File: src/hw/eth_tx_consts.svh
`ifndef ETH_TX_CONSTS_SVH
`define ETH_TX_CONSTS_SVH

// NoC side.
`define NOC_DATA_WIDTH          256
`define MSG_LENGTH_WIDTH        8

// MAC side.
`define MAC_INTERFACE_W         256
`define MAC_INTERFACE_BYTES     32
`define MAC_INTERFACE_BYTES_W   5
`define MAC_PADBYTES_W          5

// Payload size in bytes, up to a jumbo frame.
`define MTU_SIZE_W              16

// Ethernet header fields.
`define ETH_ADDR_W              48
`define ETH_TYPE_W              16

`endif
File: src/hw/eth_frame_pkg.sv
`default_nettype none

`include "eth_tx_consts.svh"

package eth_frame_pkg;

    // Wire order of a 14-byte Ethernet header.
    typedef struct packed {
        logic [`ETH_ADDR_W-1:0] dst;
        logic [`ETH_ADDR_W-1:0] src;
        logic [`ETH_TYPE_W-1:0] eth_type;
    } eth_hdr;

    localparam int ETH_HDR_W = $bits(eth_hdr);

    // A header beat opens every frame, data beats follow.
    typedef enum logic {
        BEAT_HDR  = 1'b0,
        BEAT_DATA = 1'b1
    } mac_beat_e;

endpackage

`default_nettype wire

File: src/hw/noc_msg_pkg.sv
`default_nettype none

`include "eth_tx_consts.svh"

package noc_msg_pkg;

    localparam int MSG_TIMESTAMP_W = 64;

    localparam int NOC_NODE_W      = 16;
    localparam int NOC_HDR_CORE_W  = `MSG_LENGTH_WIDTH + 2 * NOC_NODE_W;

    typedef struct packed {
        logic [`MSG_LENGTH_WIDTH-1:0]   msg_len;   // Flits after the header.
        logic [NOC_NODE_W-1:0]          dst;
        logic [NOC_NODE_W-1:0]          src;
    } noc_hdr_core;

    typedef struct packed {
        noc_hdr_core                                core;
        logic [`NOC_DATA_WIDTH-NOC_HDR_CORE_W-1:0]  fill;
    } noc_hdr_flit;

    localparam int META_USED_W = 2 * `ETH_ADDR_W + `ETH_TYPE_W + `MTU_SIZE_W
                               + MSG_TIMESTAMP_W;

    typedef struct packed {
        logic [`ETH_ADDR_W-1:0]                 eth_dst;
        logic [`ETH_ADDR_W-1:0]                 eth_src;
        logic [`ETH_TYPE_W-1:0]                 eth_type;
        logic [`MTU_SIZE_W-1:0]                 payload_size;  // Bytes.
        logic [MSG_TIMESTAMP_W-1:0]             timestamp;
        logic [`NOC_DATA_WIDTH-META_USED_W-1:0] fill;
    } eth_tx_meta_flit;

    typedef enum logic [1:0] {
        IDLE = 2'd0,
        META = 2'd1,
        DATA = 2'd2
    } noc_in_state_e;

endpackage

`default_nettype wire

File: src/hw/eth_tx_noc_in.sv
`timescale 1ns/1ns
`default_nettype none

`include "eth_tx_consts.svh"

module eth_tx_noc_in (
     input  logic                           clk
    ,input  logic                           rst

    ,input  logic                           noc_in_val
    ,input  logic   [`NOC_DATA_WIDTH-1:0]   noc_in_data

    ,output logic                           mac_val
    ,output eth_frame_pkg::mac_beat_e       mac_kind
    ,output logic   [`MAC_INTERFACE_W-1:0]  mac_data
    ,output logic                           mac_last
    ,output logic   [`MAC_PADBYTES_W-1:0]   mac_padbytes

    ,output logic   [15:0]                  frames_sent
);

    import noc_msg_pkg::*;
    import eth_frame_pkg::*;

    logic                           store_hdr_flit;
    logic                           store_meta_flit;
    logic                           init_num_flits;
    logic                           decr_num_flits;
    logic                           last_flit;
    logic                           hdr_val;
    logic                           data_val;

    eth_hdr                         hdr_fields;
    logic   [`MTU_SIZE_W-1:0]       payload_len;
    logic   [MSG_TIMESTAMP_W-1:0]   timestamp;
    logic   [`MAC_INTERFACE_W-1:0]  data;
    logic                           data_last;
    logic   [`MAC_PADBYTES_W-1:0]   data_padbytes;

    eth_tx_noc_in_ctrl ctrl0 (
         .clk               (clk)
        ,.rst               (rst)
        ,.noc_in_val        (noc_in_val)
        ,.last_flit         (last_flit)
        ,.store_hdr_flit    (store_hdr_flit)
        ,.store_meta_flit   (store_meta_flit)
        ,.init_num_flits    (init_num_flits)
        ,.decr_num_flits    (decr_num_flits)
        ,.hdr_val           (hdr_val)
        ,.data_val          (data_val)
    );

    eth_tx_noc_in_datap datap0 (
         .clk               (clk)
        ,.rst               (rst)
        ,.noc_in_data       (noc_in_data)
        ,.store_hdr_flit    (store_hdr_flit)
        ,.store_meta_flit   (store_meta_flit)
        ,.init_num_flits    (init_num_flits)
        ,.decr_num_flits    (decr_num_flits)
        ,.eth_hdr_out       (hdr_fields)
        ,.payload_len       (payload_len)
        ,.timestamp         (timestamp)
        ,.data              (data)
        ,.data_last         (data_last)
        ,.data_padbytes     (data_padbytes)
        ,.last_flit         (last_flit)
    );

    eth_tx_frame_fmt fmt0 (
         .clk               (clk)
        ,.rst               (rst)
        ,.hdr_val           (hdr_val)
        ,.data_val          (data_val)
        ,.eth_hdr_in        (hdr_fields)
        ,.payload_len       (payload_len)
        ,.timestamp         (timestamp)
        ,.data              (data)
        ,.data_last         (data_last)
        ,.data_padbytes     (data_padbytes)
        ,.mac_val           (mac_val)
        ,.mac_kind          (mac_kind)
        ,.mac_data          (mac_data)
        ,.mac_last          (mac_last)
        ,.mac_padbytes      (mac_padbytes)
        ,.frames_sent       (frames_sent)
    );

endmodule

`default_nettype wire

File: src/hw/eth_tx_frame_fmt.sv
`timescale 1ns/1ns
`default_nettype none

`include "eth_tx_consts.svh"

module eth_tx_frame_fmt (
     input  logic                                       clk
    ,input  logic                                       rst

    ,input  logic                                       hdr_val
    ,input  logic                                       data_val

    ,input  eth_frame_pkg::eth_hdr                      eth_hdr_in
    ,input  logic   [`MTU_SIZE_W-1:0]                   payload_len
    ,input  logic   [noc_msg_pkg::MSG_TIMESTAMP_W-1:0]  timestamp

    ,input  logic   [`MAC_INTERFACE_W-1:0]              data
    ,input  logic                                       data_last
    ,input  logic   [`MAC_PADBYTES_W-1:0]               data_padbytes

    ,output logic                                       mac_val
    ,output eth_frame_pkg::mac_beat_e                   mac_kind
    ,output logic   [`MAC_INTERFACE_W-1:0]              mac_data
    ,output logic                                       mac_last
    ,output logic   [`MAC_PADBYTES_W-1:0]               mac_padbytes

    ,output logic   [15:0]                              frames_sent
);

    import noc_msg_pkg::*;
    import eth_frame_pkg::*;

    localparam int HDR_USED_W = 2 * `ETH_ADDR_W + `ETH_TYPE_W + `MTU_SIZE_W
                              + MSG_TIMESTAMP_W;

    logic   [`MAC_INTERFACE_W-1:0]  hdr_beat;
    logic                           frame_done;
    logic                           in_frame;

    // Destination in the lowest bits and zero fill at the top.
    assign hdr_beat = {
        {(`MAC_INTERFACE_W - HDR_USED_W){1'b0}},
        timestamp,
        payload_len,
        eth_hdr_in.eth_type,
        eth_hdr_in.src,
        eth_hdr_in.dst
    };

    assign frame_done = data_val && data_last;

    always_ff @(posedge clk) begin
        if (rst) begin
            mac_val     <= 1'b0;
            mac_last    <= 1'b0;
            frames_sent <= '0;
            in_frame    <= 1'b0;
        end
        else begin
            mac_val  <= hdr_val || data_val;
            mac_last <= frame_done;
            if (frame_done) begin
                frames_sent <= frames_sent + 16'd1;   // Wraps.
                in_frame    <= 1'b0;
            end
            else if (hdr_val) begin
                in_frame <= 1'b1;
            end
        end
    end

    always_ff @(posedge clk) begin
        if (hdr_val) begin
            mac_kind     <= BEAT_HDR;
            mac_data     <= hdr_beat;
            mac_padbytes <= '0;
        end
        else if (data_val) begin
            mac_kind     <= BEAT_DATA;
            mac_data     <= data;
            mac_padbytes <= data_padbytes;
        end
    end

    a_data_in_frame: assert property (
        @(posedge clk) disable iff (rst)
        data_val |-> in_frame
    ) else $error("data beat outside of a frame");

    a_hdr_opens_frame: assert property (
        @(posedge clk) disable iff (rst)
        hdr_val |-> !in_frame
    ) else $error("header beat inside an open frame");

endmodule

`default_nettype wire

File: src/hw/eth_tx_noc_in_datap.sv
`timescale 1ns/1ns
`default_nettype none

`include "eth_tx_consts.svh"

module eth_tx_noc_in_datap (
     input  logic                                       clk
    ,input  logic                                       rst

    ,input  logic   [`NOC_DATA_WIDTH-1:0]               noc_in_data

    ,input  logic                                       store_hdr_flit
    ,input  logic                                       store_meta_flit
    ,input  logic                                       init_num_flits
    ,input  logic                                       decr_num_flits

    ,output eth_frame_pkg::eth_hdr                      eth_hdr_out
    ,output logic   [`MTU_SIZE_W-1:0]                   payload_len
    ,output logic   [noc_msg_pkg::MSG_TIMESTAMP_W-1:0]  timestamp

    ,output logic   [`MAC_INTERFACE_W-1:0]              data
    ,output logic                                       data_last
    ,output logic   [`MAC_PADBYTES_W-1:0]               data_padbytes

    ,output logic                                       last_flit
);

    import noc_msg_pkg::*;

    noc_hdr_flit        hdr_flit_reg;
    noc_hdr_flit        hdr_flit_next;

    eth_tx_meta_flit    meta_flit_reg;
    eth_tx_meta_flit    meta_flit_next;

    logic   [`MSG_LENGTH_WIDTH-1:0]         flits_remaining_reg;
    logic   [`MSG_LENGTH_WIDTH-1:0]         flits_remaining_next;

    logic   [`MAC_INTERFACE_BYTES_W-1:0]    size_rem;
    logic   [`MAC_PADBYTES_W-1:0]           padbytes_calc;

    assign hdr_flit_next  = store_hdr_flit  ? noc_in_data : hdr_flit_reg;
    assign meta_flit_next = store_meta_flit ? noc_in_data : meta_flit_reg;

    always_ff @(posedge clk) begin
        hdr_flit_reg  <= hdr_flit_next;
        meta_flit_reg <= meta_flit_next;
    end

    always_comb begin
        if (init_num_flits) begin
            flits_remaining_next = hdr_flit_next.core.msg_len;
        end
        else if (decr_num_flits) begin
            flits_remaining_next = flits_remaining_reg - 1'b1;
        end
        else begin
            flits_remaining_next = flits_remaining_reg;
        end
    end

    always_ff @(posedge clk) begin
        if (rst) begin
            flits_remaining_reg <= '0;
        end
        else begin
            flits_remaining_reg <= flits_remaining_next;
        end
    end

    // Header beat is built in the metadata cycle, so use the incoming flit.
    assign eth_hdr_out.dst      = meta_flit_next.eth_dst;
    assign eth_hdr_out.src      = meta_flit_next.eth_src;
    assign eth_hdr_out.eth_type = meta_flit_next.eth_type;
    assign payload_len          = meta_flit_next.payload_size;
    assign timestamp            = meta_flit_next.timestamp;

    assign last_flit = flits_remaining_reg == `MSG_LENGTH_WIDTH'(1);

    // Unused bytes in the final beat.
    assign size_rem      = meta_flit_reg.payload_size[`MAC_INTERFACE_BYTES_W-1:0];
    assign padbytes_calc = (size_rem == '0)
                         ? '0
                         : `MAC_PADBYTES_W'(`MAC_INTERFACE_BYTES - size_rem);

    assign data          = noc_in_data;
    assign data_last     = last_flit;
    assign data_padbytes = data_last ? padbytes_calc : '0;

    a_no_underflow: assert property (
        @(posedge clk) disable iff (rst)
        (decr_num_flits && !init_num_flits) |-> (flits_remaining_reg != '0)
    ) else $error("flit counter decremented below zero");

endmodule

`default_nettype wire

File: src/hw/eth_tx_noc_in_ctrl.sv
`timescale 1ns/1ns
`default_nettype none

module eth_tx_noc_in_ctrl (
     input  logic   clk
    ,input  logic   rst

    ,input  logic   noc_in_val
    ,input  logic   last_flit

    ,output logic   store_hdr_flit
    ,output logic   store_meta_flit
    ,output logic   init_num_flits
    ,output logic   decr_num_flits

    ,output logic   hdr_val
    ,output logic   data_val
);

    import noc_msg_pkg::*;

    noc_in_state_e  state_reg;
    noc_in_state_e  state_next;

    always_ff @(posedge clk) begin
        if (rst) begin
            state_reg <= IDLE;
        end
        else begin
            state_reg <= state_next;
        end
    end

    always_comb begin
        store_hdr_flit  = 1'b0;
        store_meta_flit = 1'b0;
        init_num_flits  = 1'b0;
        decr_num_flits  = 1'b0;
        hdr_val         = 1'b0;
        data_val        = 1'b0;
        state_next      = state_reg;

        case (state_reg)
            IDLE: begin
                if (noc_in_val) begin
                    store_hdr_flit = 1'b1;
                    init_num_flits = 1'b1;   // Length comes with the header.
                    state_next     = META;
                end
            end
            META: begin
                if (noc_in_val) begin
                    store_meta_flit = 1'b1;
                    decr_num_flits  = 1'b1;
                    hdr_val         = 1'b1;
                    state_next      = DATA;
                end
            end
            DATA: begin
                if (noc_in_val) begin
                    decr_num_flits = 1'b1;
                    data_val       = 1'b1;
                    if (last_flit) begin
                        state_next = IDLE;   // Next flit opens a new message.
                    end
                end
            end
            default: begin
                state_next = IDLE;
            end
        endcase
    end

    a_store_exclusive: assert property (
        @(posedge clk) disable iff (rst)
        !(store_hdr_flit && store_meta_flit)
    ) else $error("header and metadata flits stored in the same cycle");

endmodule

`default_nettype wire

File: config.mk
export PLATFORM = sky130hd
export DESIGN_NAME = eth_tx_noc_in
export DESIGN_NICKNAME = d
export VERILOG_FILES = /design/src/hw/eth_frame_pkg.sv /design/src/hw/noc_msg_pkg.sv /design/src/hw/eth_tx_noc_in.sv /design/src/hw/eth_tx_frame_fmt.sv /design/src/hw/eth_tx_noc_in_datap.sv /design/src/hw/eth_tx_noc_in_ctrl.sv
export VERILOG_INCLUDE_DIRS = /design/src /design/src/hw
export SDC_FILE = /design/constraint.sdc
export NUM_CORES = 1
export LEC_CHECK = 0
export CORE_MARGIN = 3
export CORE_UTILIZATION = 25
export CTS_CLUSTER_DIAMETER = 150
export DETAILED_ROUTE_END_ITERATION = 6
export DONT_BUFFER_PORTS = 1
export PLACE_DENSITY = 0.36
export SLEW_MARGIN = 10
export SYNTH_ARGS = -nofsm -noshare
export SYNTH_HDL_FRONTEND = slang
export SYNTH_SLANG_ARGS = --single-unit
File: constraint.sdc
create_clock -name clk -period 13 [get_ports clk]
set_input_delay 0.65 -clock clk [delete_from_list [all_inputs] [get_ports clk]]
set_output_delay 0.65 -clock clk [all_outputs]
set_load 0.01 [all_outputs]
==> run_results.csv, run 1 <==
group,metric,value,unit
clock_tree,cts_setup_buffers,0,
flow_run,maxCapViolCount,0,
global_route,antenna_found_initial,1,
routing,routed_via_density,4.57,
setup_path,end_kind,"flop",
routing,wl_met3,5.06,mm
floorplanning,die_h,227,um
setup_path,cp.required,13160,ps
pwr,p_sw,1010,uW
synth,synth_area_leaders,"edfxtp_1 (47%), nand2_1 (22%), dfxtp_1 (17%)",
placement,gp_congestion,0.781,
finish,syn2layout_area_growth,13.4,%
global_route,grt-ovfl-total,0,
clock_tree,cts-htree-levels,2,
timing,worst_slew_pin_slew,1050,ps
run_status,status,"complete, no violations",
synth,synth-compound-area-share,0.0496,
synth,netlist_area,0.0122,mm2
routing,m1WireLength,16.4,mm
pwr,p_leak,0.00542,uW
timing,slew_headroom,0.298,
synth,yosysTopAreaCellShare,0.474,
timing,fin_skew,9.00,ps
pwr,cellPowerDensity,221,mW/mm2
synth,syn_avg_cell_area,9.23,um2
synth,postSynthCellCount,1319,
synth,synth-seq-area-share,0.643,
routing,firstDrtPassIters,4,
floorplanning,ios,539,
synth,synth_commonest_cells,"nand2_1 (721), edfxtp_1 (192), dfxtp_1 (103)",
synth,synthAdderAreaFrac,0.0103,
clock_tree,cts_inserted_buffers,36,
synth,synth_mux_area_frac,0.00329,
pwr,seqPwrFrac,0.517,
setup_path,critPathMaxFanout,56,
timing,fin_hold_ws,190,ps
routing,wl,42.3,mm
timing,setup-violations-final,0,
setup_path,startpoint,"ctrl0.state_reg[1]",
synth,ys.flop_type,"edfxtp_1",
floorplanning,die_w,227,um
routing,drt-initial-drc-count,470,
timing,period_share,0.258,
synth,yosys.area.top_type,"edfxtp_1",
setup_path,cp.arrival,3520,ps
synth,yosys_warnings,0,
clock_tree,numClockSinks,295,
placement,pre_cts_ws,9430,ps
clock_tree,root_buffer,"clkbuf_16",
routing,wl_per_cell,22.1,um
clock_tree,cts_tree,"built",
synth,async_flop_share,0,
finish,largest_reg_flops,256,
timing,slew_violations,0,
clock_tree,clkLatencyLatePin,530,ps
clock_tree,cts_resized,0,
pwr,clkPwrFrac,0.319,
timing,fin_ws,9640,ps
clock_tree,clk_pin_slew_worst_paths,60,ps
global_route,grt_max_degree,95,
synth,synth_top_family_by_area,"simple AND/OR/NAND/NOR gates",
min_path,min_path_type,"input port to flop",
finish,finalNetCount,1545,
placement,dp_cells,1853,
global_route,first_global_vias,8670,
timing,min_period,3360,ps
global_route,grt_pass1_wl,59.5,mm
timing,fmax,298,MHz
placement,dpl_cell_area,0.0127,mm2
routing,antenna_left,0,
synth,syn_nets,1588,
finish,antennaDiodeCount,0,
routing,route.met2.wl,20.0,mm
clock_tree,postCtsHoldBufs,0,
finish,final_cell_area,0.0138,mm2
synth,synth.most_common_cell,"nand2_1",
global_route,grt.total_usage,0.155,
clock_tree,cts_buffer_depth,3,
floorplanning,die_area,0.0514,mm2
timing,hold_violations,0,
floorplanning,num_rows,80,
timing,setup-tns-final,0,ps
pwr,p_int,2040,uW
synth,synth_edf_count,192,
finish,drive_gt1_frac,0.0531,
finish,final_cells,1915,
placement,dpl.hpwl,30.5,mm
floorplanning,start_util,0.254,
synth,synth_seq_cells,295,
setup_path,crit_type,"flop to flop",
synth,synth_xor_area_frac,0.00648,
synth,yosys.area_share.simple,0.254,
floorplanning,core-area,0.0479,mm2
setup_path,reg2reg_from,"ctrl0.state_reg[1]",
placement,io_buffers,0,
pwr,switching_share,0.331,
timing,rsz0062_at_grt,"no",
pwr,pwr-share-comb,0.164,
synth,synth_cell_types,36,
min_path,min_from,"rst",
pwr,ir_worst_vdd,80.9,uV
setup_path,crit_path_start_kind,"flop",
routing,top_layer,"met5",
routing,vias,8754,
routing,drc,0,
power by group through the flow:
| stage | clock, uW | sequential (uW) | combinational (uW) |
|---|---|---|---|
| after CTS | 1010 | 1590 | 514 |
| after global routing | 1040 | 1600 | 584 |
| after global placement | 0 | 1610 | 505 |
| final | 973 | 1580 | 499 |
| after detailed placement | 0 | 1600 | 515 |
| after floorplan | 0 | 1530 | 398 |
critical path, stage by stage, from the launching register on:
cell and delay [ps]:
dfxtp_1 320, inv_1 120, ha_1 260, nand2_4 320, nand2_4 550, buf_4 670
buf_4 630
logic make-up (layout without fill, tap and decap cells):
group,Yosys count,in the layout
AND/OR/NAND/NOR,788,788
flip-flops,295,295
multiplexers,4,4
XOR/XNOR,9,9
AO/OA/AOI/OAI,111,111
buffers and inverters,102,83
adder cells (fa/ha/maj),10,10
worst paths after layout:
kind	endpoint	slack, ps	cells past startpoint
max	fmt0.mac_data[18]	9640	6
min	fmt0.frames_sent[11]	190	1
max reg2reg	fmt0.mac_data[18]	9640	6
min reg2reg	datap0.meta_flit_reg[131]	480	2
cell type report:
cell class,count,area [um2]
Timing Repair Buffer,10,75.1
Multi-Input combinational cell,922,3970
Inverter,11,41.3
Clock buffer,52,1020
Fill cell,5076,34100
Clock inverter,10,96.3
Sequential cell,295,7830
Tap cell,615,769
metrics by stage:
step,power [uW],utilization
after detailed placement,2120,0.265
after floorplan,1930,-
after global routing,3230,0.288
final,3050,0.288
after CTS,3110,0.288
after global placement,2110,0.265
metal layers:
layer | GRT usage | vias up
met4 | 0.0422 | 2
met2 | 0.248 | 367
met1 | 0.184 | 4125
met5 | 0 | -
li1 | - | 4202
met3 | 0.0794 | 58
layout by cell type (no fill, tap or decap), types with 6 or more instances in the layout:
| cell | Yosys | layout |
|---|---|---|
| buf_4 | 0 | 10 |
| nor2_1 | 22 | 22 |
| xnor2_1 | 6 | 6 |
| nor3_1 | 6 | 6 |
| dfxtp_1 | 103 | 103 |
| o21ai_0 | 16 | 16 |
| clkbuf_1 | 74 | 11 |
| a21oi_1 | 78 | 78 |
| inv_1 | 11 | 11 |
| edfxtp_1 | 192 | 192 |
| or3_1 | 8 | 8 |
| a22oi_1 | 6 | 6 |
| nand2_1 | 721 | 718 |
| clkbuf_16 | 0 | 37 |
| ha_1 | 10 | 10 |
Power figures use the tool's default switching activity.
==> run 2, diff against run 1 <==
ABC_AREA = 1   (was not set)
clock period = 3.12 ns   (was 13 ns; I/O delays follow)
==> run_results.csv, run 2 <==
group,metric,value,unit
run_status,status,"complete, no violations",
clock_tree,cts_tree,"built",
clock_tree,cts_setup_buffers,0,
setup_path,cpMostUsedCell,"nand2_1",
placement,pre_cts_ws,894,ps
setup_path,crit_type,"flop to flop",
routing,wl,47.0,mm
setup_path,reg2reg_from,"ctrl0.state_reg[1]",
placement,dpl_cell_area,0.0130,mm2
min_path,min_path_type,"input port to flop",
setup_path,cp.arrival,2880,ps
setup_path,path_delay_family,"buffers and inverters",
flow_run,maxCapViolCount,0,
synth,ys.flop_type,"edfxtp_1",
synth,synth_commonest_cells,"nand2_1 (661), edfxtp_1 (192), nor2_1 (168)",
routing,wl_per_cell,19.9,um
global_route,antenna_found_initial,3,
timing,hold_violations,0,
global_route,first_global_vias,10500,
routing,drt-initial-drc-count,610,
clock_tree,cts-htree-levels,2,
setup_path,crit_cells,8,
routing,routed_via_density,4.46,
floorplanning,core-area,0.0483,mm2
routing,drc,0,
pwr,p_total,12400,uW
pwr,clkPwrFrac,0.311,
setup_path,path_cells,"inv_2, ha_2, nand2_8, inv_6, buf_12, nand2_1, nand2_1, dlygate4sd3_1",
routing,top_layer,"met5",
timing,fmax,404,MHz
min_path,whs_endpoint,"datap0.flits_remaining_reg[4]",
floorplanning,die_h,229,um
clock_tree,root_buffer,"clkbuf_16",
timing,period_share,0.794,
routing,antenna_left,0,
finish,drive_gt1_frac,0.0429,
setup_path,reg2reg_slack,640,ps
pwr,pwr-share-comb,0.192,
placement,io_buffers,0,
routing,vias,10500,
synth,syn_nets,1672,
finish,syn2layout_area_growth,38.9,%
finish,final_cell_area,0.0172,mm2
setup_path,max_stage_delay,530,ps
routing,firstDrtPassIters,4,
global_route,grt_pass1_wl,69.3,mm
synth,synth_area_leaders,"edfxtp_1 (47%), nand2_1 (20%), dfxtp_1 (17%)",
min_path,min_from,"noc_in_val",
placement,gp_congestion,0.835,
synth,yosys.area.top_type,"edfxtp_1",
timing,rsz0062_at_grt,"no",
timing,min_period,2480,ps
routing,m1WireLength,18.1,mm
synth,syn_avg_cell_area,8.82,um2
floorplanning,ios,539,
synth,synth_edf_count,192,
setup_path,crit_path_start_kind,"flop",
finish,mostFrequentLayoutCell,"nand2_1",
timing,fin_skew,12.7,ps
global_route,grt.total_usage,0.174,
pwr,cellPowerDensity,723,mW/mm2
timing,worst_slew_pin_slew,872,ps
clock_tree,cts_inserted_buffers,35,
synth,netlist_area,0.0124,mm2
setup_path,critPathMaxFanout,87,
pwr,p_sw,3980,uW
synth,yosys_warnings,0,
global_route,grt-ovfl-total,0,
floorplanning,die_area,0.0522,mm2
setup_path,r2r_cells,8,
clock_tree,cts_buffer_depth,3,
timing,fin_ws,643,ps
floorplanning,start_util,0.256,
finish,final_cells,2361,
synth,async_flop_share,0,
placement,dp_cells,1986,
pwr,p_int,8450,uW
global_route,grt_max_degree,180,
pwr,p_leak,0.00698,uW
synth,postSynthCellCount,1403,
min_path,min_path_cells,3,
routing,wl_met3,3.78,mm
floorplanning,num_rows,80,
pwr,ir_worst_vdd,472,uV
synth,yosysTopAreaCellShare,0.466,
synth,synth_cell_types,28,
clock_tree,numClockSinks,295,
synth,synth_seq_cells,295,
timing,setup-violations-final,0,
synth,synth-seq-area-share,0.632,
synth,synth.most_common_cell,"nand2_1",
setup_path,critPathBufInv,4,
routing,route.met2.wl,23.4,mm
timing,slew_headroom,0.419,
timing,slew_violations,0,
finish,finalNetCount,1946,
setup_path,cp.required,3520,ps
setup_path,slowest_stage,"dlygate4sd3_1",
finish,largest_reg_flops,256,
finish,most-common-layout-cells,"nand2_1 (660), dlygate4sd3_1 (310), edfxtp_1 (192), nor2_1 (167), dfxtp_1 (101)",
pwr,switching_share,0.321,
setup_path,end_kind,"flop",
floorplanning,die_w,229,um
placement,dpl.hpwl,31.7,mm
clock_tree,clk_pin_slew_worst_paths,60,ps
clock_tree,clkLatencyLatePin,530,ps
setup_path,r2r_end,"fmt0.mac_data[173]",
timing,fin_hold_ws,46.7,ps
pwr,seqPwrFrac,0.497,
run 2: changes by cell type in the layout (fill, tap and decap cells not counted), moves of 5 or more:
cell	before	now
buf_4	10	5
nor2_1	22	167
a22oi_1	6	0
nand2_1	718	660
nand3_1	5	17
dlygate4sd3_1	0	310
buf_12	0	5
nor3_1	6	1
a21oi_1	78	20
o21ai_0	16	86
inv_1	11	29
or3_1	8	0
run 2: routing by layer:
| layer | vias up | global-route usage |
|---|---|---|
| met5 | - | 0 |
| met4 | 2 | 0.0702 |
| met3 | 82 | 0.0566 |
| met2 | 407 | 0.304 |
| met1 | 4983 | 0.195 |
| li1 | 5056 | - |
run 2: final cells by class:
| cell class | instances | area, um2 |
|---|---|---|
| Antenna cell | 2 | 5.00 |
| Clock buffer | 51 | 956 |
| Clock inverter | 12 | 92.6 |
| Fill cell | 4986 | 31200 |
| Inverter | 36 | 146 |
| Multi-Input combinational cell | 989 | 4100 |
| Sequential cell | 295 | 7830 |
| Tap cell | 656 | 821 |
| Timing Repair Buffer | 320 | 3240 |
run 2: what timing repair did:
item	CTS	global route
hold buffers	310	0
resized for setup	0	0
setup endpoints to repair	0	0
hold endpoints to repair	293	0
run 2: how the worst max path moves through the flow:
stage	startpoint	endpoint	slack, ps
floorplan	ctrl0.state_reg[1]	fmt0.mac_data[0]	-1040
detailed placement	ctrl0.state_reg[1]	fmt0.mac_data[108]	890
finish	ctrl0.state_reg[1]	fmt0.mac_data[173]	640
global placement	ctrl0.state_reg[1]	fmt0.mac_data[16]	890
global route	ctrl0.state_reg[1]	fmt0.mac_data[173]	450
CTS	ctrl0.state_reg[1]	fmt0.mac_data[173]	560
run 2: cells by family after synthesis:
logic type	share of synthesized area
adder cells (fa/ha/maj)	0.0101
flip-flops	0.632
AND/OR/NAND/NOR	0.265
AO/OA/AOI/OAI	0.0467
buffers and inverters	0.0400
XOR/XNOR	0.00566
run 2: stage by stage:
step	utilization	setup TNS, ps
finish	0.356	0
global route	0.355	0
CTS	0.355	0
detailed placement	0.270	0
global placement	0.270	0
floorplan	-	-199020
run 2: power groups by stage:
| stage | Sequential [uW] | Combinational (uW) | Clock (uW) |
|---|---|---|---|
| 2_1_floorplan | 6010 | 1450 | 0 |
| 3_3_place_gp | 6300 | 1840 | 0 |
| 3_5_place_dp | 6300 | 1880 | 0 |
| 4_1_cts | 6220 | 2420 | 4030 |
| 5_1_grt | 6260 | 2730 | 4180 |
| 6_report | 6180 | 2380 | 3870 |
run 2: worst register-to-register path: cells and delay by family, from the launching register on:
| family | cells | cell delay (ps) |
|---|---|---|
| buffers and inverters | 4 | 1380 |
| and+or+nand+nor | 3 | 390 |
| DFF | 1 | 350 |
| adders and majority gates | 1 | 240 |
